--- src/source/agu_cfg_pkg.sv ---
package agu_cfg_pkg;

   localparam int ADDR_W   = 10;
   localparam int PERIOD_W = 10;
   localparam int DELAY_W  = 7;
   localparam int DATA_W   = 32;
   // addresses are byte addresses, so every step is scaled to whole words.
   localparam int OFFSET_W = $clog2(DATA_W / 8);
   localparam int NUM_LVL  = 3;

   typedef struct packed {
      logic        [PERIOD_W-1:0] period;
      logic signed [ADDR_W-1:0]   incr;
      logic        [ADDR_W-1:0]   iterations;
      logic signed [ADDR_W-1:0]   shift;
   } agu_level_t;

   // lvl[0] is the innermost loop level.
   typedef struct packed {
      logic       [ADDR_W-1:0]   start;
      logic       [PERIOD_W-1:0] duty;
      agu_level_t [NUM_LVL-1:0]  lvl;
      logic       [DELAY_W-1:0]  delay;
   } agu_cfg_t;

   // a level field code is FLD_LVL_BASE + 4 * level + one of the sub codes.
   localparam int CFG_FIELD_W = 4;
   localparam logic [CFG_FIELD_W-1:0] FLD_START    = 4'd0;
   localparam logic [CFG_FIELD_W-1:0] FLD_DUTY     = 4'd1;
   localparam logic [CFG_FIELD_W-1:0] FLD_DELAY    = 4'd2;
   localparam logic [CFG_FIELD_W-1:0] FLD_LVL_BASE = 4'd3;
   localparam logic [1:0] FLD_PERIOD = 2'd0;
   localparam logic [1:0] FLD_INCR   = 2'd1;
   localparam logic [1:0] FLD_ITER   = 2'd2;
   localparam logic [1:0] FLD_SHIFT  = 2'd3;

endpackage

--- src/source/agu_port_pkg.sv ---
package agu_port_pkg;

   import agu_cfg_pkg::*;

   localparam int NUM_CH = 2;

   typedef logic [$clog2(NUM_CH)-1:0] agu_ch_t;

   typedef struct packed {
      logic [ADDR_W-1:0] addr;
      logic              store;
   } agu_beat_t;

   typedef struct packed {
      logic [ADDR_W-1:0] addr;
      logic              store;
      agu_ch_t           ch;
   } agu_req_t;

endpackage

--- src/source/agu_channel.sv ---
`timescale 1ns/1ps

module agu_channel import agu_cfg_pkg::*, agu_port_pkg::*; (
   input  logic      clk_i,
   input  logic      rst_i,
   input  logic      run_i,
   input  agu_cfg_t  cfg_i,
   input  logic      ready_i,
   output logic      valid_o,
   output agu_beat_t beat_o,
   output logic      done_o
);

   agu_cfg_t             cfg_q;
   logic [DELAY_W-1:0]   delay_cnt;
   logic [PERIOD_W-1:0]  per_q  [NUM_LVL];
   logic [ADDR_W-1:0]    iter_q [NUM_LVL];
   logic [ADDR_W-1:0]    addr_q;
   logic [ADDR_W-1:0]    base1_q;
   logic [ADDR_W-1:0]    base2_q;
   logic                 valid_q;
   logic                 done_q;
   logic [NUM_LVL-1:0]   per_end;
   logic [NUM_LVL-1:0]   iter_end;
   logic [5:0]           ends;
   logic                 store_w;

   function automatic logic [ADDR_W-1:0] step(input logic [ADDR_W-1:0] base,
                                              input logic signed [ADDR_W-1:0] delta);
      return base + (delta << OFFSET_W);
   endfunction

   // a level ends on its last count, or at once when its limit is zero.
   always_comb begin
      for (int l = 0; l < NUM_LVL; l++) begin
         per_end[l]  = (per_q[l] + 1'b1 == cfg_q.lvl[l].period) ||
                       (cfg_q.lvl[l].period == '0);
         iter_end[l] = (iter_q[l] + 1'b1 == cfg_q.lvl[l].iterations) ||
                       (cfg_q.lvl[l].iterations == '0);
      end
   end

   assign ends    = {iter_end[2], per_end[2], iter_end[1], per_end[1], iter_end[0], per_end[0]};
   assign store_w = (per_q[0] < cfg_q.duty);

   // the configuration is only taken on a run pulse.
   always_ff @(posedge clk_i) begin
      if (run_i) begin
         cfg_q <= cfg_i;
      end
   end

   always_ff @(posedge clk_i or posedge rst_i) begin
      if (rst_i) begin
         delay_cnt <= '0;
         addr_q    <= '0;
         base1_q   <= '0;
         base2_q   <= '0;
         valid_q   <= 1'b0;
         done_q    <= 1'b1;
         for (int l = 0; l < NUM_LVL; l++) begin
            per_q[l]  <= '0;
            iter_q[l] <= '0;
         end
      end else if (run_i) begin
         // a zero delay still costs one cycle before the first beat.
         delay_cnt <= (cfg_i.delay == '0) ? DELAY_W'(1) : cfg_i.delay;
         addr_q    <= cfg_i.start;
         base1_q   <= cfg_i.start;
         base2_q   <= cfg_i.start;
         valid_q   <= 1'b0;
         done_q    <= 1'b0;
         for (int l = 0; l < NUM_LVL; l++) begin
            per_q[l]  <= '0;
            iter_q[l] <= '0;
         end
      end else if (delay_cnt != '0) begin
         delay_cnt <= delay_cnt - 1'b1;
         valid_q   <= (delay_cnt == DELAY_W'(1));
      end else if (valid_q && ready_i) begin
         casez (ends)
            6'b?????0: begin
               if (store_w) begin
                  addr_q <= step(addr_q, cfg_q.lvl[0].incr);
               end
               per_q[0] <= per_q[0] + 1'b1;
            end
            6'b????01: begin
               addr_q    <= step(addr_q, cfg_q.lvl[0].shift);
               per_q[0]  <= '0;
               iter_q[0] <= iter_q[0] + 1'b1;
            end
            6'b???011: begin
               addr_q    <= step(base1_q, cfg_q.lvl[1].incr);
               base1_q   <= step(base1_q, cfg_q.lvl[1].incr);
               per_q[0]  <= '0;
               iter_q[0] <= '0;
               per_q[1]  <= per_q[1] + 1'b1;
            end
            6'b??0111: begin
               addr_q    <= step(base1_q, cfg_q.lvl[1].shift);
               base1_q   <= step(base1_q, cfg_q.lvl[1].shift);
               per_q[0]  <= '0;
               iter_q[0] <= '0;
               per_q[1]  <= '0;
               iter_q[1] <= iter_q[1] + 1'b1;
            end
            6'b?01111: begin
               // the outermost base also reloads the middle base.
               addr_q    <= step(base2_q, cfg_q.lvl[2].incr);
               base1_q   <= step(base2_q, cfg_q.lvl[2].incr);
               base2_q   <= step(base2_q, cfg_q.lvl[2].incr);
               per_q[0]  <= '0;
               iter_q[0] <= '0;
               per_q[1]  <= '0;
               iter_q[1] <= '0;
               per_q[2]  <= per_q[2] + 1'b1;
            end
            6'b011111: begin
               addr_q    <= step(base2_q, cfg_q.lvl[2].shift);
               base1_q   <= step(base2_q, cfg_q.lvl[2].shift);
               base2_q   <= step(base2_q, cfg_q.lvl[2].shift);
               per_q[0]  <= '0;
               iter_q[0] <= '0;
               per_q[1]  <= '0;
               iter_q[1] <= '0;
               per_q[2]  <= '0;
               iter_q[2] <= iter_q[2] + 1'b1;
            end
            default: begin
               // every level has ended, so this was the last beat.
               valid_q <= 1'b0;
               done_q  <= 1'b1;
            end
         endcase
      end
   end

   assign valid_o      = valid_q;
   assign done_o       = done_q;
   assign beat_o.addr  = addr_q;
   assign beat_o.store = store_w;

endmodule

--- config.mk ---
export PLATFORM = sky130hd
export DESIGN_NAME = agu_channel
export DESIGN_NICKNAME = d
export VERILOG_FILES = /design/src/source/agu_cfg_pkg.sv /design/src/source/agu_port_pkg.sv /design/src/source/agu_channel.sv
export SDC_FILE = /design/constraint.sdc
export NUM_CORES = 1
export LEC_CHECK = 0
export ABC_AREA = 1
export BUFFER_PORTS_ARGS = -buffer_cell sky130_fd_sc_hd__buf_4
export CORE_ASPECT_RATIO = 1.75
export CORE_MARGIN = 4
export CORE_UTILIZATION = 53
export DETAILED_ROUTE_END_ITERATION = 6
export GPL_TIMING_DRIVEN = 1
export MAX_ROUTING_LAYER = met4
export PLACE_DENSITY = 0.88
export RECOVER_POWER = 25
export SLEW_MARGIN = 20
export SYNTH_ARGS = -nofsm -noshare
export SYNTH_HDL_FRONTEND = slang
export SYNTH_SLANG_ARGS = --single-unit
--- constraint.sdc ---
create_clock -name clk_i -period 3.8 [get_ports clk_i]
set_clock_uncertainty 0.15 [all_clocks]
set_input_delay 0.38 -clock clk_i [delete_from_list [all_inputs] [get_ports clk_i]]
set_output_delay 0.38 -clock clk_i [all_outputs]
set_load 0.01 [all_outputs]
Yosys cells after proc, flatten, opt, wreduce, memory -nomap -nowiden
Index checks and enable logic that the tools add are counted.
{"block": "word_totals", "regBits": 217, "latch_bits": 0, "mem_bits_rw": 0, "romBits": 0, "in_bits": 151, "elab_cells": 134, "n_memories": 0}
{"block": "op_classes", "addsub": 13, "n_mul": 0, "n_div": 0, "magnitude_cmp": 1, "n_eq_ne": 16, "n_shift": 0, "n_mux": 37, "bitwise_logic": 1, "reduce_logical": 41}
{"op": "30-bit 2-to-1 mux", "n": 6}
{"op": "10-bit 2-to-1 mux", "n": 12}
{"op": "10-bit case mux with 2 select lines", "n": 6}
{"op": "10-bit by 1-bit adder with 10-bit output (second input constant)", "n": 6}
{"op": "10-bit adder", "n": 6}
{"op": "10-bit == test", "n": 6}
{"op": "10-bit zero test", "n": 6}
{"op": "10-bit case mux with 6 select lines", "n": 1}
{"op": "10-bit case mux with 4 select lines", "n": 1}
{"op": "3-bit AND reduction", "n": 8}
{"op": "7-bit 2-to-1 mux", "n": 3}
{"op": "3-bit nonzero test", "n": 6}
{"op": "7-bit nonzero test", "n": 2}
{"op": "10-bit less-than comparator", "n": 1}
{"op": "1-bit 2-to-1 mux", "n": 8}
{"op": "7-bit by 1-bit == test with 1-bit output (second input constant)", "n": 1}
{"op": "7-bit zero test", "n": 1}
{"op": "7-bit by 1-bit subtractor with 7-bit output (second input constant)", "n": 1}
{"op": "6-bit by 5-bit == test with 1-bit output (second input constant)", "n": 1}
{"op": "1-bit logical OR", "n": 6}
{"op": "2-bit nonzero test", "n": 3}
{"op": "6-bit OR reduction", "n": 1}
{"op": "5-bit by 4-bit == test with 1-bit output (second input constant)", "n": 1}
{"op": "5-bit nonzero test", "n": 1}
{"op": "other kinds (15)", "n": 15}

Logic depth before layout (Yosys ltp)
{"block": "depth", "depth_word": 9, "ltp_mapped": 26}

Least setup slack after synthesis
Ideal clock, no wire load.
{"block": "synth_path", "kind": "reg-to-reg", "start": "register iter_q[20] in the netlist's numbering", "end": "register addr_q[8]", "t_arrival_ns": 3.384, "path_slack_ns": 0.144, "path_stages_with_launch": 23, "synth_period_minus_slack_ns": 3.656, "path_cell_list": "dfrtp_1 ha_1 nand2_1 inv_1 nor2_1 nand2_1 nand2_1 nand3_1 nor2_1 nand4_1 nand2_1 inv_1 nand2_1 mux2_2 ha_1 fa_1 a31oi_1 o21ai_0 a21oi_1 xor2_1 nor2_1 nor2_1 a21oi_1"}
{"block": "synth_between", "elab_chain_cells": 8, "word_cells_on_any_way": 14, "classes_between": "add/sub: 1; eq/ne: 6; mux: 4; reduce/logical: 3"}
{"element": "start: declaration", "line_no": "agu_channel.sv:17", "rtl": "logic [ADDR_W-1:0] iter_q [NUM_LVL];"}
{"element": "10-bit by 1-bit adder with 10-bit output *", "line_no": "agu_channel.sv:38", "rtl": "iter_end[l] = (iter_q[l] + 1'b1 == cfg_q.lvl[l].iterations) ||"}
{"element": "10-bit == test *", "line_no": "agu_channel.sv:38"}
{"element": "1-bit logical OR *", "line_no": "agu_channel.sv:38"}
{"element": "6-bit by 5-bit == test with 1-bit output (tied with other cells)", "line_no": "agu_channel.sv:81", "rtl": "casez (ends)"}
{"element": "10-bit case mux with 6 select lines", "line_no": "agu_channel.sv:81"}
{"element": "10-bit 2-to-1 mux", "line_no": "agu_channel.sv:80", "rtl": "end else if (valid_q && ready_i) begin"}
{"element": "10-bit 2-to-1 mux", "line_no": "agu_channel.sv:77", "rtl": "end else if (delay_cnt != '0) begin"}
{"element": "10-bit 2-to-1 mux", "line_no": "agu_channel.sv:65", "rtl": "end else if (run_i) begin"}
{"element": "end signal: assignment", "line_no": "agu_channel.sv:68", "rtl": "addr_q <= cfg_i.start;"}
{"element": "end signal: assignment", "line_no": "agu_channel.sv:84", "rtl": "addr_q <= step(addr_q, cfg_q.lvl[0].incr);"}
{"element": "end signal: assignment", "line_no": "agu_channel.sv:89", "rtl": "addr_q <= step(addr_q, cfg_q.lvl[0].shift);"}
{"element": "end: declaration", "line_no": "agu_channel.sv:18", "rtl": "logic [ADDR_W-1:0] addr_q;"}
Every way passes the cells marked *; elsewhere a longest branch is shown, timed or not. The select of a mux whose other input is x is not followed.
A chain may end at the register's enable or synchronous reset.

Final worst setup path
Same ends and word-level chain as after synthesis.

==> metrics <==
outcome complete, but fails checks; failing checks negative setup slack; wire per inst 18.12 um; DR vias 12496; syn nets 1760; I/O pin total around 160; reg2reg end addr_q[8]; fin crit share 103.7%; slowest CP cell fa_2; static leakage 7.765 nW; clk root buf clkbuf_16; Netlist cell types 45; Final nets 2080; ys async rst share 45.62%; most common flop cell mapped by yosys edfxtp_1; Total Routing Usage GR between 20 and 30%; # H-tree levels 1; IO buf count 151; CP cell instances buf_6, nand2_1, nor2_2, nand2_1, nand2_1, nand2_1, nand2_1, nand2_1, nor2_1, nand4_1, nand2_2, inv_2, nand2_4, mux2_2, ha_4, fa_2, a31oi_4, o21ai_2, a21oi_2, xor2_2, nor2_2, nor2_1, a21oi_1; Cell Rows 74; Max Slew Vio Count 0; post-synth top area cell edfxtp_1; Max Buffers Root-to-Sink 3; die area 0.02675 mm^2; startpoint types flop; DP HPWL 25170 um; CP Max Fanout 5; 1st-pass router iterations 6; yosys warns 0; Crit path required time 4.08 ns; layout cells sized above 1 ~18%; Max transition margin 45.58%; Post-Syn Instances 1550; Syn-to-layout area delta 31.54%; Avg Inst Size Synth 8.242 um^2; hold_sp cfg_i[138]; CTS tree yes; Starting Density between 50% and 60%; total CTS buffers 23; final setup fails 2; clk_lat worst skew 0.53 ns; Detail Route Antenna Nets 0; final hold violation count 0; Worst Hold Depth 3; clk sink count 217; Seq cells post-synth 217; RSZ-0062 raised after global routing true; flop2flop setup slack -0.14 ns; largest net degree at the start of global routing between 80 and 90; initial antenna violation count 0; hold path endpoint base2_q[1]; Pwr Density 423.4 mW/mm^2; design area 0.01680 mm^2; CP peak stage delay 0.39 ns; global route total overflow 0; setup slack after layout -0.1423 ns; CP Capture Type flop; core area between 0.02 and 0.025 mm^2; Buf/Inv on CP 2; gp weighted congestion 0.9561; first-pass GRT wire length 60950 um; Synth top area share 27.74%; number of max-cap violations 0; total wire length 39710 um; Post-synth EDFFs ~120; DRC Markers 0; Worst R2R Path Depth 23; synth top area cells edfxtp_1, dfrtp_1, nand2_1; setup TNS -0.2439 ns; DP Area about 0.014 mm^2; Crit Path Class reg -> reg; Clk pin slew, worst setup/hold paths 0.07 ns; worst slew pin tran 0.8163 ns; Crit path max-delay family simple AND/OR/NAND/NOR gates; initial detailed-routing violation count 1173; register area share after synthesis 47.14%; Min-Delay Path Class in -> reg; Die Span Y 213.4 um; fmax 253.7 MHz; Final Critical Period 3.942 ns; reg2reg start iter_q[20]; Crit path top cell by count nand2_1; Via density 5.703; synthesized area 0.01277 mm^2; die width 125.4 um; Total Power about 0.007 W; CP arrival around 4.2 ns; vias in the first global route 12643; maximum resistive drop on vdd 437.5 uV
-- synth_stat cells, types with 4 or more instances --
cell,count
nand2_2,11
o22ai_1,5
o21bai_1,11
or2_0,4
nand2_1,427
a21oi_1,59
o21ai_1,27
o21ai_0,51
ha_1,54
nand4_1,34
nor4_1,8
inv_2,8
nor3_1,13
o211ai_1,8
inv_1,183
dfrtp_1,98
nor2_1,147
buf_2,13
xnor2_1,23
clkbuf_1,6
nand3_2,5
nor2_4,4
nand3_1,138
mux2_2,7
or2_2,4
xor2_1,30
nor2_2,8
edfxtp_1,118
nand3b_1,16
buf_6,5
fa_1,5
-- worst register-to-register path: cells and delay by family (launching register included) --
kind                       cells  cell delay [ns]
AOI/OAI and AO/OA              4             0.67
xor gates and xnor gates       1             0.12
adders and majority gates      2             0.57
buffers and inverters          2             0.19
DFF                            1             0.38
muxes                          1             0.37
and+or+nand+nor               13             1.39
-- kinds of logic after synthesis --
group,Yosys count,share of synthesized area (%)
AND/OR/NAND/NOR,821,28.05
multiplexers,7,0.6171
buffers and inverters,221,7.022
XOR/XNOR,53,3.634
AO/OA/AOI/OAI,172,7.463
adder cells (fa/ha/maj),59,6.073
flip-flops,217,47.14
-- cell type report --
class / count / area (um^2)
clock inverters: 15 / 171.4
fillers: 1624 / 6714
clock buffers: 26 / 606.8
inverters: 192 / 725.7
repair buffers: 324 / 2761
flip-flops and latches: 217 / 6028
well taps: 304 / 380.4
multi-input cells: 1112 / 6127
diodes: 1 / 2.502
-- sequential cells by signal, summed over array words and instances, names as in the netlist, 7 cells and up --
register	flops
addr_q	10
per_q	30
iter_q	30
base1_q	10
cfg_q	118
base2_q	10
delay_cnt	7
-- how the worst max path moves through the flow --
| stage | startpoint | to | slack, ns | depth (start not counted) |
|---|---|---|---|---|
| floorplan | iter_q[20] | addr_q[8] | 0.14 | 22 |
| global placement | per_q[20] | addr_q[9] | 0.1 | 24 |
| detailed placement | per_q[20] | addr_q[8] | -0.11 | 21 |
| CTS | per_q[21] | addr_q[8] | 0.003 | 22 |
| global route | iter_q[21] | addr_q[9] | -0.28 | 26 |
| finish | iter_q[20] | addr_q[8] | -0.14 | 23 |
-- cells in the final DEF (no fill, tap or decap), types with 28 or more instances in the layout --
cell / count
xor2_1: 29
dlygate4sd3_1: 127
edfxtp_1: 118
dfrtp_1: 93
a21oi_1: 55
nand3_1: 134
ha_1: 46
nand2_1: 419
buf_4: 80
o21ai_1: 28
inv_1: 180
clkbuf_4: 108
nor2_1: 138
nand4_1: 34
o21ai_0: 47
-- per-layer routing --
layer | part of all wire [%] | vias up | track usage (%)
met3 | 7.2 | 243 | 3.240
met2 | 53 | 708 | 54.08
met5 | 0 | - | -
met1 | 33 | 5784 | 28.68
met4 | 7.5 | 0 | 17.70
li1 | - | 5761 | -
-- metrics by stage --
step                utilization [%]  hold WS, ns  instances  setup WS [ns]
finish                        71.45      0.02110       2191        -0.1423
global route                  71.44      0.02582       2190        -0.2815
CTS                           69.97      0.01412       2174       0.003192
detailed placement            60.97       0.3195       2005        -0.1115
global placement              60.97       0.3203       2005        0.09921
floorplan                         -       0.2992       1550         0.1444
-- report_power, final --
| part | switching, W | total [W] | internal, W |
|---|---|---|---|
| clock network | 0.00100 | 0.00237 | 0.00136 |
| registers | 0.000214 | 0.00293 | 0.00271 |
| logic | 0.00102 | 0.00182 | 0.000802 |
-- timing repair --
item | 4_1_cts | 5_1_grt
resized for setup | 18 | 55
hold endpoints to repair | 181 | 0
hold buffers | 127 | 0
pin swaps | 8 | 26
buffers inserted | 1 | 16
setup endpoints to repair | 2 | 78
(Power assumes the default switching activity.)
