`src/source/agu_cfg_pkg.sv`:
```
package agu_cfg_pkg;

   localparam int ADDR_W   = 10;
   localparam int PERIOD_W = 10;
   localparam int DELAY_W  = 7;
   localparam int DATA_W   = 32;
   // addresses are byte addresses, so every step is scaled to whole words.
   localparam int OFFSET_W = $clog2(DATA_W / 8);
   localparam int NUM_LVL  = 3;

   typedef struct packed {
      logic        [PERIOD_W-1:0] period;
      logic signed [ADDR_W-1:0]   incr;
      logic        [ADDR_W-1:0]   iterations;
      logic signed [ADDR_W-1:0]   shift;
   } agu_level_t;

   // lvl[0] is the innermost loop level.
   typedef struct packed {
      logic       [ADDR_W-1:0]   start;
      logic       [PERIOD_W-1:0] duty;
      agu_level_t [NUM_LVL-1:0]  lvl;
      logic       [DELAY_W-1:0]  delay;
   } agu_cfg_t;

   // a level field code is FLD_LVL_BASE + 4 * level + one of the sub codes.
   localparam int CFG_FIELD_W = 4;
   localparam logic [CFG_FIELD_W-1:0] FLD_START    = 4'd0;
   localparam logic [CFG_FIELD_W-1:0] FLD_DUTY     = 4'd1;
   localparam logic [CFG_FIELD_W-1:0] FLD_DELAY    = 4'd2;
   localparam logic [CFG_FIELD_W-1:0] FLD_LVL_BASE = 4'd3;
   localparam logic [1:0] FLD_PERIOD = 2'd0;
   localparam logic [1:0] FLD_INCR   = 2'd1;
   localparam logic [1:0] FLD_ITER   = 2'd2;
   localparam logic [1:0] FLD_SHIFT  = 2'd3;

endpackage

```
`src/source/agu_port_pkg.sv`:
```
package agu_port_pkg;

   import agu_cfg_pkg::*;

   localparam int NUM_CH = 2;

   typedef logic [$clog2(NUM_CH)-1:0] agu_ch_t;

   typedef struct packed {
      logic [ADDR_W-1:0] addr;
      logic              store;
   } agu_beat_t;

   typedef struct packed {
      logic [ADDR_W-1:0] addr;
      logic              store;
      agu_ch_t           ch;
   } agu_req_t;

endpackage

```
`src/source/agu_config_regs.sv`:
```
`timescale 1ns/1ps

module agu_config_regs import agu_cfg_pkg::*, agu_port_pkg::*; (
   input  logic                         clk_i,
   input  logic                         rst_i,
   input  logic                         cfg_we_i,
   input  agu_ch_t                      cfg_ch_i,
   input  logic [CFG_FIELD_W-1:0]       cfg_field_i,
   input  logic [31:0]                  cfg_data_i,
   input  logic                         cfg_run_i,
   input  logic [NUM_CH-1:0]            cfg_run_mask_i,
   output agu_cfg_t [NUM_CH-1:0]        cfg_o,
   output logic [NUM_CH-1:0]            run_o
);

   agu_cfg_t [NUM_CH-1:0]    cfg_q;
   logic [NUM_CH-1:0]        run_q;
   logic [CFG_FIELD_W-1:0]   lvl_code;
   logic [CFG_FIELD_W-3:0]   lvl_idx;
   logic [1:0]               lvl_sub;
   logic                     lvl_hit;

   // split a level field code into the level number and the field inside it.
   assign lvl_code = cfg_field_i - FLD_LVL_BASE;
   assign lvl_idx  = lvl_code[CFG_FIELD_W-1:2];
   assign lvl_sub  = lvl_code[1:0];
   assign lvl_hit  = (cfg_field_i >= FLD_LVL_BASE) && (int'(lvl_idx) < NUM_LVL);

   always_ff @(posedge clk_i or posedge rst_i) begin
      if (rst_i) begin
         cfg_q <= '0;
      end else if (cfg_we_i) begin
         if (cfg_field_i == FLD_START) begin
            cfg_q[cfg_ch_i].start <= cfg_data_i[ADDR_W-1:0];
         end else if (cfg_field_i == FLD_DUTY) begin
            cfg_q[cfg_ch_i].duty <= cfg_data_i[PERIOD_W-1:0];
         end else if (cfg_field_i == FLD_DELAY) begin
            cfg_q[cfg_ch_i].delay <= cfg_data_i[DELAY_W-1:0];
         end else if (lvl_hit) begin
            case (lvl_sub)
               FLD_PERIOD: cfg_q[cfg_ch_i].lvl[lvl_idx].period <= cfg_data_i[PERIOD_W-1:0];
               FLD_INCR:   cfg_q[cfg_ch_i].lvl[lvl_idx].incr <= cfg_data_i[ADDR_W-1:0];
               FLD_ITER:   cfg_q[cfg_ch_i].lvl[lvl_idx].iterations <= cfg_data_i[ADDR_W-1:0];
               default:    cfg_q[cfg_ch_i].lvl[lvl_idx].shift <= cfg_data_i[ADDR_W-1:0];
            endcase
         end
      end
   end

   // the run pulse is registered so it lines up with a settled configuration.
   always_ff @(posedge clk_i or posedge rst_i) begin
      if (rst_i) begin
         run_q <= '0;
      end else begin
         run_q <= cfg_run_i ? cfg_run_mask_i : '0;
      end
   end

   assign cfg_o = cfg_q;
   assign run_o = run_q;

endmodule

```
`config.mk`:
```
export PLATFORM = sky130hd
export DESIGN_NAME = agu_config_regs
export DESIGN_NICKNAME = d
export VERILOG_FILES = /design/src/source/agu_cfg_pkg.sv /design/src/source/agu_port_pkg.sv /design/src/source/agu_config_regs.sv
export SDC_FILE = /design/constraint.sdc
export NUM_CORES = 1
export LEC_CHECK = 0
export BUFFER_PORTS_ARGS = -buffer_cell sky130_fd_sc_hd__buf_4
export CORE_ASPECT_RATIO = 1.1
export CORE_MARGIN = 2
export CORE_UTILIZATION = 30
export CTS_BUF_LIST = sky130_fd_sc_hd__clkbuf_8
export DETAILED_ROUTE_END_ITERATION = 10
export PLACE_DENSITY = 0.55
export REMOVE_ABC_BUFFERS = 1
export SETUP_SLACK_MARGIN = 0.05
export SYNTH_ARGS = -nofsm -noshare
export SYNTH_HDL_FRONTEND = slang
export SYNTH_SLANG_ARGS = --single-unit
```
`constraint.sdc`:
```
create_clock -name clk_i -period 8.54 [get_ports clk_i]
set_input_delay 0.427 -clock clk_i [delete_from_list [all_inputs] [get_ports clk_i]]
set_output_delay 0.427 -clock clk_i [all_outputs]
set_load 0.05 [all_outputs]
```
Word-level counts from Yosys, hierarchy flattened
Cells that the tools add are included.
- register bits: 296
- input port bits: 43
- output and inout bits: 296
- logic and storage cells: 84
- $add $sub $neg: 1
- $lt $le $gt $ge: 6
- equality and inequality tests: 4
- multiplexer cells: 35
- reductions and logical operators: 7
- operator list (cell ; number):
    294-bit bitwise mux ; 7
    294-bit 2-to-1 mux ; 4
    147-bit demux with 1-bit select ; 7
    294-bit one-hot mux with 3 select lines ; 1
    127-bit 2-to-1 mux ; 4
    40-bit demux with 2-bit select ; 4
    147-bit 2-to-1 mux ; 1
    137-bit 2-to-1 mux ; 1
    40-bit 2-to-1 mux ; 1
    30-bit 2-to-1 mux ; 1
    20-bit 2-to-1 mux ; 1
    10-bit 2-to-1 mux ; 1
    7-bit 2-to-1 mux ; 1
    4-bit by 1-bit equality test with 1-bit output, second input constant ; 1
    4-bit by 2-bit equality test with 1-bit output, second input constant ; 1
    4-bit by 2-bit >= comparator with 1-bit output, second input constant ; 1
    4-bit logical NOT ; 1
    4-bit nonzero test ; 1
    4-bit by 2-bit subtractor with 4-bit output, second input constant ; 1
    1-bit logical AND ; 3
    2-bit by 3-bit < comparator with 1-bit output, second input constant ; 1
    2-bit by 1-bit equality test with 1-bit output, second input constant ; 1
    2-bit equality test, second input constant ; 1
    2-bit by 1-bit >= comparator with 1-bit output, second input constant ; 1
    6 further kinds ; 6

Depth between registers and ports, before layout
Gate-level depths: netlist of run 1.
- word-level depth: 13
- depth in mapped cells: 6
- gate-level depth less buffers: 3

Worst setup path after synthesis of run 1
No wires, ideal clock.
- kind: input to register
- start: in cfg_field_i[3]
- end: reg cfg_q (netlist bit cfg_o[174])
- library setup time: 125 ps
- data arrival time: 1700 ps
- setup slack: 6715 ps
- stages: 4
- path buffers: 1
- cells stage by stage: buf_2 nand4b_2 nor3_2 mux2_2
- word-level cells in the longest chain between the ends: 13
- ends and longest elaborated chain (element ; line ; RTL):
    start: declaration ; agu_config_regs.sv:8 ; input logic [CFG_FIELD_W-1:0] cfg_field_i,
    4-bit by 2-bit subtractor with 4-bit output ; agu_config_regs.sv:24 ; assign lvl_code = cfg_field_i - FLD_LVL_BASE;
    2-bit by 3-bit < comparator with 1-bit output (implied by the code) or 2-bit by 1-bit >= comparator with 1-bit output (tied branches) ; agu_config_regs.sv:42 ; FLD_INCR: cfg_q[cfg_ch_i].lvl[lvl_idx].incr <= cfg_data_i[ADDR_W-1:0];
    1-bit logical AND (implied by the code) ; agu_config_regs.sv:42 ;
    30-bit 2-to-1 mux (implied by the code) ; agu_config_regs.sv:42 ;
    40-bit demux with 2-bit select ; agu_config_regs.sv:42 ;
    127-bit 2-to-1 mux (implied by the code) ; agu_config_regs.sv:42 ;
    147-bit demux with 1-bit select ; agu_config_regs.sv:42 ;
    294-bit bitwise mux ; agu_config_regs.sv:42 ;
    294-bit one-hot mux with 3 select lines ; agu_config_regs.sv:40 ; case (lvl_sub)
    294-bit 2-to-1 mux ; agu_config_regs.sv:39 ; end else if (lvl_hit) begin
    294-bit 2-to-1 mux ; agu_config_regs.sv:37 ; end else if (cfg_field_i == FLD_DELAY) begin
    294-bit 2-to-1 mux ; agu_config_regs.sv:35 ; end else if (cfg_field_i == FLD_DUTY) begin
    294-bit 2-to-1 mux ; agu_config_regs.sv:33 ; if (cfg_field_i == FLD_START) begin
    end: declaration ; agu_config_regs.sv:16 ; agu_cfg_t [NUM_CH-1:0] cfg_q;
Several ways; a longest one is shown, not always the timed one. The select of a mux whose other input is x is not followed.
A chain may end at the register's enable or synchronous reset.

==> results of run 1 <==
-- logic make-up (layout without fill, tap and decap cells) --
group,after synthesis,count (layout),share of synthesized area
flip-flops,296,296,0.654
multiplexers,286,286,0.284
AND/OR/NAND/NOR,63,63,0.0379
buffers and inverters,46,415,0.0165
AO/OA/AOI/OAI,17,17,0.00773
other,0,1,0
-- state kept, by name, indices dropped and copies added (netlist names) --
| name | count |
|---|---|
| run_o | 2 |
| cfg_o | 294 |
-- worst max-delay path: stages --
cell	delay, ns
dlygate4sd3_1	0.53
buf_4	0.15
inv_8	0.40
buf_4	0.86
-- power breakdown --
| group | internal (mW) | leakage [nW] | total (mW) | switching, mW |
|---|---|---|---|---|
| registers | 1.67 | 3.80 | 1.81 | 0.141 |
| clock network | 0.832 | 0.642 | 1.42 | 0.591 |
| logic | 0.539 | 3.12 | 1.79 | 1.25 |
-- layout make-up --
type | count | area [µm²]
diodes | 1 | 2.50
clock buffers | 68 | 936
clock inverters | 26 | 219
fillers | 3572 | 21900
inverters | 1 | 11.3
multi-input cells | 366 | 3740
flip-flops and latches | 296 | 7410
well taps | 494 | 618
repair buffers | 320 | 2400
-- metrics by stage --
stage / hold WS (ns) / worst slack (ns)
3_5_place_dp: 0.479 / 6.04
4_1_cts: 0.0170 / 6.55
5_1_grt: 0.0206 / 6.32
6_report: 0.0674 / 6.60
2_1_floorplan: 0.556 / -0.0628
3_3_place_gp: 0.469 / 6.04
-- worst max-delay path by stage --
stage,endpoint,start
floorplan,cfg_o[0]$_DFFE_PP0P_,rst_i
global placement,cfg_o[39]$_DFFE_PP0P_,cfg_ch_i
detailed placement,cfg_o[38]$_DFFE_PP0P_,cfg_ch_i
CTS,cfg_o[210]$_DFFE_PP0P_,rst_i
global route,cfg_o[210]$_DFFE_PP0P_,rst_i
finish,cfg_o[210]$_DFFE_PP0P_,rst_i
-- placed cells by master, fill, tap and decap left out --
master	count
mux2_2	284
clkinvlp_4	2
nand2_1	17
nand2b_1	2
diode_2	1
bufinv_16	4
or3_1	1
mux2_1	2
and4bb_2	1
clkinv_2	7
nor2_2	11
nand4b_2	2
nor3_4	3
nor4b_2	1
or2_1	1
buf_4	319
nand4b_1	1
nand4_1	1
or2_0	1
nor3_2	1
and2_1	2
dfrtp_1	296
dlygate4sd3_1	1
inv_1	13
nor2_1	1
and4bb_1	1
inv_8	1
nand4bb_1	1
o21ai_0	16
nor2b_1	15
o31ai_1	1
clkbuf_8	68
-- per-layer routing --
layer	track usage	vias to the layer above	part of all wire
met5	0	-	0.00072
met4	0.0524	4	0.021
met3	0.0549	56	0.070
met2	0.283	221	0.49
met1	0.208	3738	0.41
li1	-	3159	-
-- what timing repair did --
item                       CTS  global route
setup buffers                0             0
hold buffers                 1             0
setup endpoints to repair    0             0
hold endpoints to repair    82             0
gates resized for setup      0             0
==> results by group, run 1 <==
Outcome
  – Status: finished, final reports clean

Yosys
  – Most area-hungry cell type in the Yosys netlist: dfrtp_1
  – Count leader, synth: dfrtp_1
  – Post-Syn Area: 11300 µm²
  – Seq/Total Area, Yosys: 0.654
  – Top cells by area, synth: dfrtp_1 65%, mux2_2 28%, clkbuf_1 0.86%
  – Cell count after synthesis: 708
  – Syn avg cell area: 16.0 µm²
  – Synth Flop Type: dfrtp_1
  – Top cell type's share of synthesized area: 0.654
  – #FFs+latches synth: 296
  – Async set or reset register ratio after synthesis: 1.00
  – Synth cell types: 29
  – EDFF count, synth: 0
  – Post-synth top cells: 296 x dfrtp_1, 284 x mux2_2, 26 x clkbuf_1
  – Synth warn: 0

Global routing
  – Total Routing Usage GR: 0.169
  – Vias in the first global route: 7487
  – Initial antenna violation count: 3
  – First-pass GRT wire length: 49900 µm
  – Remaining Overflow, GRT: 0
  – Largest net degree at the start of global routing: 86

Place
  – DP Cell Count: 1476
  – Placed Area: 14200 µm²
  – I/O Buffers: 316
  – Placer Congestion: 0.698
  – Post-DP HPWL: 21100 µm

Worst hold path
  – Hold Path End: run_o[0]$_DFF_PP0_
  – Hold path cells: 2
  – Hold WC Path Type: input port to flip-flop
  – Worst min-delay path startpoint: cfg_run_mask_i[0]

Timing
  – Slew headroom: 0.325
  – Hold Fails Final Rpt: 0
  – Setup tns final: 0 ns
  – Fmax: 514 MHz
  – Final Slew Violations: 0
  – Unrepaired setup endpoints after global routing: no
  – Period utilization: 0.228
  – Final min period: 1.94 ns
  – Count of final setup violators: 0
  – Least-Margin Pin Slew: 1.01 ns
  – Clk_skew: 0 ns

Critical path
  – Worst setup path class: input port to async pin
  – CP required: 9.11 ns
  – Worst setup SP type: input port
  – Critical Path AT: 2.51 ns
  – R2R cell count: 1
  – Reg2reg end: cfg_o[33]$_DFFE_PP0P_
  – Critical path peak fanout: 85
  – CP Capture Type: async pin
  – Register-to-register setup slack: 7.76 ns
  – Worst R2R Start: cfg_o[33]$_DFFE_PP0P_

Power
  – LEAKAGE: 7.55 nW
  – Total power: 5.02 mW
  – VDD IR-drop max: 0.195 mV
  – Power density cells: 328 nW/µm²

Floorplan
  – Initial core utilization: 0.304
  – Num ports: 339
  – Die area: 39300 µm²
  – Std cell rows: 74
  – Die X: 189 µm
  – Chip height: 208 µm
  – Core box area: 37200 µm²

Detailed routing
  – Initial drt markers: 208
  – Drt first pass iters: 4
  – DR WL/cell: 21.3 µm
  – # DRC: 0
  – Vias after detailed routing: 7178
  – Detailed Route WL: 33400 µm
  – Via density: 4.57
  – Antenna-violating nets left: 0

Layout
  – Final std cells w/o fill: 1572
  – Final Util: 0.412
  – Layout cells sized above 1: 0.654
  – Fin nets: 1080
  – Synth-to-Final Area Change: 35.3%
  – Final std cell area, no fill: 15300 µm²

Clock tree
  – Root buffer cell: clkbuf_8
  – CTS tree: done
  – Clock Path Buffers: 3
  – CTS Buf Count: 52
  – Clock-pin transition on the worst setup and hold timing paths: 0.05 ns
  – Worst skew pair latency: 0.60 ns
  – CTS HTree Levels: 2
  – Num Clock Sinks: 296

Run
  – Max-cap violations: 0
Power figures use the tool's default switching activity.
==> run 2, diff against run 1 <==
--- a/config.mk
+++ b/config.mk
@@ -5,13 +5,14 @@
 export SDC_FILE = /design/constraint.sdc
 export NUM_CORES = 1
 export LEC_CHECK = 0
+export ABC_AREA = 1
 export BUFFER_PORTS_ARGS = -buffer_cell sky130_fd_sc_hd__buf_4
 export CORE_ASPECT_RATIO = 1.1
 export CORE_MARGIN = 2
 export CORE_UTILIZATION = 30
 export CTS_BUF_LIST = sky130_fd_sc_hd__clkbuf_8
 export DETAILED_ROUTE_END_ITERATION = 10
-export PLACE_DENSITY = 0.55
+export PLACE_DENSITY = 0.52
 export REMOVE_ABC_BUFFERS = 1
 export SETUP_SLACK_MARGIN = 0.05
 export SYNTH_ARGS = -nofsm -noshare
==> constraint.sdc (replaced) <==
create_clock -name clk_i -period 1.8 [get_ports clk_i]
set_input_delay 0.09 -clock clk_i [delete_from_list [all_inputs] [get_ports clk_i]]
set_output_delay 0.09 -clock clk_i [all_outputs]
set_load 0.05 [all_outputs]
==> run 2 against run 1 <==
  * Sequential share of layout area fell by 6.3 points
  * Via count rose by 64%
  * Worst hold slack got worse by 0.028 ns
  * Critical endpoint is now cfg_o[120]$_DFFE_PP0P_
  * Die area rose by 12%
==> results by group, run 2 <==
Yosys
  – Post-synth top cells: 521 x nand2_1, 296 x dfrtp_1, 260 x nor2_1
  – Most area-hungry cell type in the Yosys netlist: dfrtp_1
  – #FFs+latches synth: 296 (unchanged)
  – Top cell type's share of synthesized area: 0.582 (-0.0717)
  – Top cells by area, synth: dfrtp_1 58%, nand2_1 15%, nor2_1 7.7%
  – Synth cell types: 24 (-17%)
  – Count leader, synth: nand2_1
  – Cell count after synthesis: 1586 (+120%)
  – Seq/Total Area, Yosys: 0.582 (-0.0717)
  – Async set or reset register ratio after synthesis: 1.00 (unchanged)
  – Synth warn: 0 (unchanged)
  – Syn avg cell area: 8.02 µm² (-50%)
  – Synth Flop Type: dfrtp_1
  – EDFF count, synth: 0 (unchanged)
  – Post-Syn Area: 12700 µm² (+12%)

Worst hold path
  – Hold path cells: 5 (+3)
  – Worst min-delay path startpoint: cfg_field_i[0]
  – Hold WC Path Type: input port to flip-flop
  – Hold Path End: cfg_o[68]$_DFFE_PP0P_

Outcome
  – Status: finished, final reports clean

Detailed routing
  – Vias after detailed routing: 11753 (+64%)
  – Initial drt markers: 654 (+210%)
  – Drt first pass iters: 7 (+3)
  – Detailed Route WL: 45800 µm (+37%)
  – # DRC: 0 (unchanged)
  – Antenna-violating nets left: 0 (unchanged)
  – Via density: 4.56 (-0.16%)
  – DR WL/cell: 17.8 µm (-16%)

Clock tree
  – CTS HTree Levels: 2 (unchanged)
  – Worst skew pair latency: 0.62 ns (+0.02 ns)
  – Clock Path Buffers: 3 (unchanged)
  – CTS tree: done
  – Clock-pin transition on the worst setup and hold timing paths: 0.06 ns (about the same)
  – Root buffer cell: clkbuf_8
  – Num Clock Sinks: 296 (unchanged)
  – CTS Buf Count: 53 (+1.9%)

Timing
  – Count of final setup violators: 0 (unchanged)
  – Worst Hold Margin: 0.0399 ns (-0.0275 ns)
  – Unrepaired setup endpoints after global routing: yes
  – Final min period: 1.68 ns
  – Period utilization: 0.934
  – Hold Fails Final Rpt: 0 (unchanged)
  – Slew headroom: 0.542 (+0.218)
  – Least-Margin Pin Slew: 0.686 ns (-0.327 ns)
  – Fmax: 595 MHz
  – Clk_skew: 0 ns (unchanged)
  – Final Slew Violations: 0 (unchanged)

Layout
  – Layout cells sized above 1: 0.248 (-0.406)
  – Fin nets: 2011 (+86%)
  – Final Util: 0.419 (+0.00697)
  – Synth-to-Final Area Change: 38.6%
  – Commonest non-fill, non-tap cell in the layout: nand2_1
  – Commonest non-fill, non-tap cells in the layout: 519 x nand2_1, 373 x buf_4, 296 x dfrtp_1
  – Final std cell area, no fill: 17600 µm² (+15%)
  – Largest register FFs: 294 (unchanged)
  – # diodes: 0 (-1)

Power
  – LEAKAGE: 9.40 nW (+24%)
  – Power density cells: 1550 nW/µm² (+370%)
  – Total power: 27.3 mW (+440%)
  – VDD IR-drop max: 0.854 mV (+340%)

Critical path
  – CP Capture Type: flip-flop
  – Critical path peak fanout: 38 (-55%)
  – Worst Path Buf+Inv: 6 (+2)
  – CP required: 2.32 ns (-6.79 ns)
  – CP max stage cell: dlygate4sd3_1
  – CP Cell Sequence: dlygate4sd3_1 > buf_4 > nand4_1 > buf_4 > nand3b_1 > buf_12 > inv_1 > nand2_1 > nand2_1 > nand2_1 > inv_1
  – R2R cell count: 4 (+3)
  – Critical Path AT: 2.20 ns (-0.31 ns)
  – Worst setup path class: input port to flip-flop
  – Crit path top cell by count: nand2_1
  – CP top delay family: buffers and inverters
  – Worst setup SP type: input port
  – Reg2reg end: cfg_o[195]$_DFFE_PP0P_
  – Worst R2R Start: cfg_o[195]$_DFFE_PP0P_
  – Register-to-register setup slack: 0.94 ns (-6.82 ns)
  – Largest stage delay on the critical path: 0.56 ns (-0.30 ns)

Global routing
  – Total Routing Usage GR: 0.207 (+0.0373)
  – First-pass GRT wire length: 70000 µm (+40%)
  – Largest net degree at the start of global routing: 62 (-28%)
  – Vias in the first global route: 11463 (+53%)
  – Remaining Overflow, GRT: 0 (unchanged)
  – Initial antenna violation count: 0 (-3)

Floorplan
  – Die X: 200 µm (+5.9%)
  – Std cell rows: 79 (+6.8%)
  – Initial core utilization: 0.302 (-0.00217)
  – Die area: 44100 µm² (+12%)
  – Core box area: 42100 µm² (+13%)
  – Num ports: 339 (unchanged)
  – Chip height: 220 µm (+5.9%)

Place
  – Placer Congestion: 0.822 (+18%)
  – Post-DP HPWL: 31200 µm (+48%)
  – Placed Area: 16200 µm² (+15%)
  – I/O Buffers: 316 (unchanged)

Run
  – Max-cap violations: 0 (unchanged)
run 2: kinds of logic (layout without fill, tap and decap cells):
kind of cell,after synthesis,after routing,share of synthesized area
DFF,296,296,0.582
AOI/OAI and AO/OA,70,70,0.0285
and+or+nand+nor,998,998,0.320
buffers and inverters,222,647,0.0691
run 2: area by class of cell:
type / count / area, µm²
tap: 567 / 709
inverter: 135 / 522
fill: 4354 / 24500
clock buffer: 69 / 950
clock inverter: 29 / 184
timing repair inverter: 1 / 5.00
multi-input combinational: 1068 / 4490
timing repair buffer: 413 / 3380
sequential: 296 / 7410
run 2: worst reg2reg max path: stages (launching register included):
cell     delay [ns]
dfrtp_1        0.39
o21ai_0        0.16
inv_1          0.06
nand4_1        0.09
nand2_1        0.06
run 2: metal layers:
layer | vias up | part of all wire | global-route usage
li1 | 5680 | - | -
met1 | 5625 | 0.45 | 0.278
met2 | 375 | 0.46 | 0.335
met3 | 73 | 0.069 | 0.0518
met4 | 0 | 0.020 | 0.0511
met5 | - | 0 | 0
run 2: worst max-delay path by stage:
stage | from | end | slack [ns] | cells past startpoint
4_1_cts | cfg_field_i[1] | cfg_o[27]$_DFFE_PP0P_ | 0.07 | 10
3_3_place_gp | cfg_field_i[0] | cfg_o[27]$_DFFE_PP0P_ | -0.07 | 9
6_report | cfg_field_i[3] | cfg_o[120]$_DFFE_PP0P_ | 0.12 | 11
3_5_place_dp | cfg_field_i[0] | cfg_o[27]$_DFFE_PP0P_ | -0.06 | 9
5_1_grt | cfg_field_i[1] | cfg_o[213]$_DFFE_PP0P_ | 0.03 | 11
2_1_floorplan | rst_i | cfg_o[0]$_DFFE_PP0P_ | -6.47 | 1
run 2: where the power goes:
part | switching (mW) | internal (mW)
clock network | 2.96 | 3.72
registers | 1.14 | 8.24
logic | 8.20 | 3.08
total | 12.3 | 15.0
run 2: through the flow:
step,setup TNS (ns),instances,setup slack [ns]
final,0,2578,0.120
after global routing,0,2578,0.0280
after CTS,0,2576,0.0726
after detailed placement,-0.330,2456,-0.0623
after global placement,-0.227,2456,-0.0702
after floorplan,-2159.18,1499,-6.47
run 2: repair_timing:
item                                    in CTS  in global routing
endpoints found under the setup margin       0                 73
hold buffers                                22                  0
hold endpoints to repair                   427                  0
buffers inserted                             0                  1
gates resized for setup                      0                 10
==> run 3, diff against run 2 <==
--- a/config.mk
+++ b/config.mk
@@ -7,12 +7,14 @@
 export LEC_CHECK = 0
 export ABC_AREA = 1
 export BUFFER_PORTS_ARGS = -buffer_cell sky130_fd_sc_hd__buf_4
+export CELL_PAD_IN_SITES_DETAIL_PLACEMENT = 0
+export CELL_PAD_IN_SITES_GLOBAL_PLACEMENT = 1
 export CORE_ASPECT_RATIO = 1.1
 export CORE_MARGIN = 2
 export CORE_UTILIZATION = 30
 export CTS_BUF_LIST = sky130_fd_sc_hd__clkbuf_8
 export DETAILED_ROUTE_END_ITERATION = 10
-export PLACE_DENSITY = 0.52
+export PLACE_DENSITY = 0.67
 export REMOVE_ABC_BUFFERS = 1
 export SETUP_SLACK_MARGIN = 0.05
 export SYNTH_ARGS = -nofsm -noshare
==> run 3 against run 2 <==
  * Clock-buffer cell count fell by 6
  * Register-to-register slack got worse by 0.03 ns
  * Combinational power hardly changed
  * Worst hold slack gained 0.045 ns
  * Routed wire length rose by 4.8%
  * Global-route usage increased by 0.77 points
  * Largest power group unchanged
  * Critical endpoint is now cfg_o[175]$_DFFE_PP0P_
  * Sequential power about the same
==> results by group, run 3 (synthesis results as in run 2) <==
Outcome
  – Status: finished, final reports clean

Critical path
  – Critical Path AT: 2.14 ns (-0.06 ns)
  – CP required: 2.30 ns (-0.02 ns)
  – CP Capture Type: flip-flop
  – R2R cell count: 4 (unchanged)
  – Worst R2R Start: cfg_o[8]$_DFFE_PP0P_
  – Critical path peak fanout: 24 (-37%)
  – Register-to-register setup slack: 0.91 ns (-0.03 ns)
  – Worst setup SP type: input port
  – Reg2reg end: cfg_o[8]$_DFFE_PP0P_
  – Worst setup path class: input port to flip-flop

Power
  – VDD IR-drop max: 0.817 mV (-4.3%)
  – LEAKAGE: 9.37 nW (-0.37%)
  – Power density cells: 1540 nW/µm² (-0.70%)

Worst hold path
  – Hold path cells: 7 (+2)
  – Hold Path End: cfg_o[8]$_DFFE_PP0P_
  – Worst min-delay path startpoint: cfg_field_i[2]
  – Hold WC Path Type: input port to flip-flop

Timing
  – Final Slew Violations: 0 (unchanged)
  – Count of final setup violators: 0 (unchanged)
  – Unrepaired setup endpoints after global routing: no
  – Final worst setup slack: 0.155 ns (+0.0357 ns)
  – Clk_skew: 0 ns (unchanged)
  – Final min period: 1.64 ns (-0.0357 ns)
  – Period utilization: 0.914 (-0.0198)
  – Least-Margin Pin Slew: 0.799 ns (+0.113 ns)
  – Hold Fails Final Rpt: 0 (unchanged)
  – Fmax: 608 MHz (+2.2%)
  – Slew headroom: 0.467 (-0.0753)

Detailed routing
  – Antenna-violating nets left: 0 (unchanged)
  – Drt first pass iters: 5 (-2)
  – Via density: 4.59 (+0.57%)
  – Vias after detailed routing: 11770 (+0.14%)
  – Detailed Route WL: 48000 µm (+4.8%)
  – Initial drt markers: 608 (-7.0%)
  – DR WL/cell: 18.7 µm (+5.2%)
  – # DRC: 0 (unchanged)

Floorplan
  – Num ports: 339 (unchanged)
  – Core box area: 42100 µm² (unchanged)
  – Chip height: 220 µm (unchanged)
  – Initial core utilization: 0.302 (unchanged)
  – Die X: 200 µm (unchanged)
  – Std cell rows: 79 (unchanged)
  – Die area: 44100 µm² (unchanged)

Layout
  – Synth-to-Final Area Change: 37.9%
  – Final std cell area, no fill: 17600 µm² (-0.50%)
  – Fin nets: 2014 (+0.15%)
  – Commonest non-fill, non-tap cell in the layout: nand2_1
  – # diodes: 0 (unchanged)
  – Largest register FFs: 294 (unchanged)
  – Layout cells sized above 1: 0.246 (-0.00264)
  – Commonest non-fill, non-tap cells in the layout: 521 x nand2_1, 375 x buf_4, 296 x dfrtp_1

Clock tree
  – Clock-pin transition on the worst setup and hold timing paths: 0.06 ns (about the same)
  – CTS Buf Count: 52 (-1.9%)
  – CTS tree: done
  – Clock Path Buffers: 3 (unchanged)
  – Root buffer cell: clkbuf_8
  – Num Clock Sinks: 296 (unchanged)
  – CTS HTree Levels: 2 (unchanged)
  – Worst skew pair latency: 0.62 ns (about the same)

Run
  – Max-cap violations: 0 (unchanged)

Place
  – I/O Buffers: 316 (unchanged)
  – Placed Area: 16300 µm² (+0.26%)
  – DP Worst Slack: -0.133 ns (-0.0704 ns)
  – Placer Congestion: 0.846 (+2.9%)
  – Post-DP HPWL: 32300 µm (+3.3%)

Global routing
  – Remaining Overflow, GRT: 0 (unchanged)
  – First-pass GRT wire length: 72100 µm (+3.0%)
  – Vias in the first global route: 11517 (+0.47%)
  – Largest net degree at the start of global routing: 81 (+31%)
  – Initial antenna violation count: 0 (unchanged)
  – Total Routing Usage GR: 0.214 (+0.00772)
[run 3: metal layers]
metal  vias to the layer above  wire [µm]  global-route usage
met5                         -          0                   0
met4                         0        987              0.0570
met3                        69       4210              0.0738
met2                       391      21500               0.336
met1                      5625      21300               0.284
li1                       5685          -                   -
[run 3: worst max-delay path: stages]
cell and delay [ns]:
dlygate4sd3_1 0.55, buf_4 0.12, buf_4 0.20, nand4_1 0.26, buf_12 0.25, inv_1 0.29, nand2_1 0.18, nand3_1 0.12
nand2_1 0.05
[run 3: timing repair]
action,4_1_cts,5_1_grt
resized for setup,0,4
hold buffers,21,0
buffers inserted,0,2
setup endpoints to repair,0,83
endpoints found under the hold margin,423,0
[run 3: worst max-delay path by stage]
stage                              start                     end  slack [ns]  depth (start not counted)
after global routing            cfg_ch_i   cfg_o[39]$_DFFE_PP0P_        0.07                         11
after detailed placement  cfg_field_i[0]  cfg_o[204]$_DFFE_PP0P_       -0.13                          8
after floorplan                    rst_i    cfg_o[0]$_DFFE_PP0P_       -6.47                          1
final                           cfg_ch_i  cfg_o[175]$_DFFE_PP0P_        0.16                          9
after CTS                       cfg_we_i  cfg_o[204]$_DFFE_PP0P_        0.13                          7
after global placement    cfg_field_i[0]  cfg_o[173]$_DFFE_PP0P_      -0.009                          8
[run 3: report_power, final]
group	switching, mW	leakage (nW)	internal [mW]
Sequential	1.12	3.69	8.24
Combinational	8.31	5.12	3.09
Clock	2.84	0.564	3.41
[run 3: area by class of cell]
type                            count  area, µm²
Tap cell                          567        709
Clock inverter                     20        143
Clock buffer                       63        867
Timing Repair Buffer              417       3440
Sequential cell                   296       7410
Multi-Input combinational cell   1069       4480
Inverter                          135        514
Fill cell                        4359      24600
[run 3: per-stage QoR]
step / hold WS [ns] / TNS [ns] / total power [mW] / cells / utilization
floorplan: 0.190 / -2159.18 / 16.8 / 1499 / -
global placement: 0.116 / -0.129 / 20.8 / 2460 / 0.387
detailed placement: 0.114 / -6.05 / 20.9 / 2460 / 0.387
CTS: 0.0209 / 0 / 27.3 / 2564 / 0.416
global route: 0.0979 / 0 / 28.4 / 2567 / 0.417
finish: 0.0850 / 0 / 27.0 / 2567 / 0.417
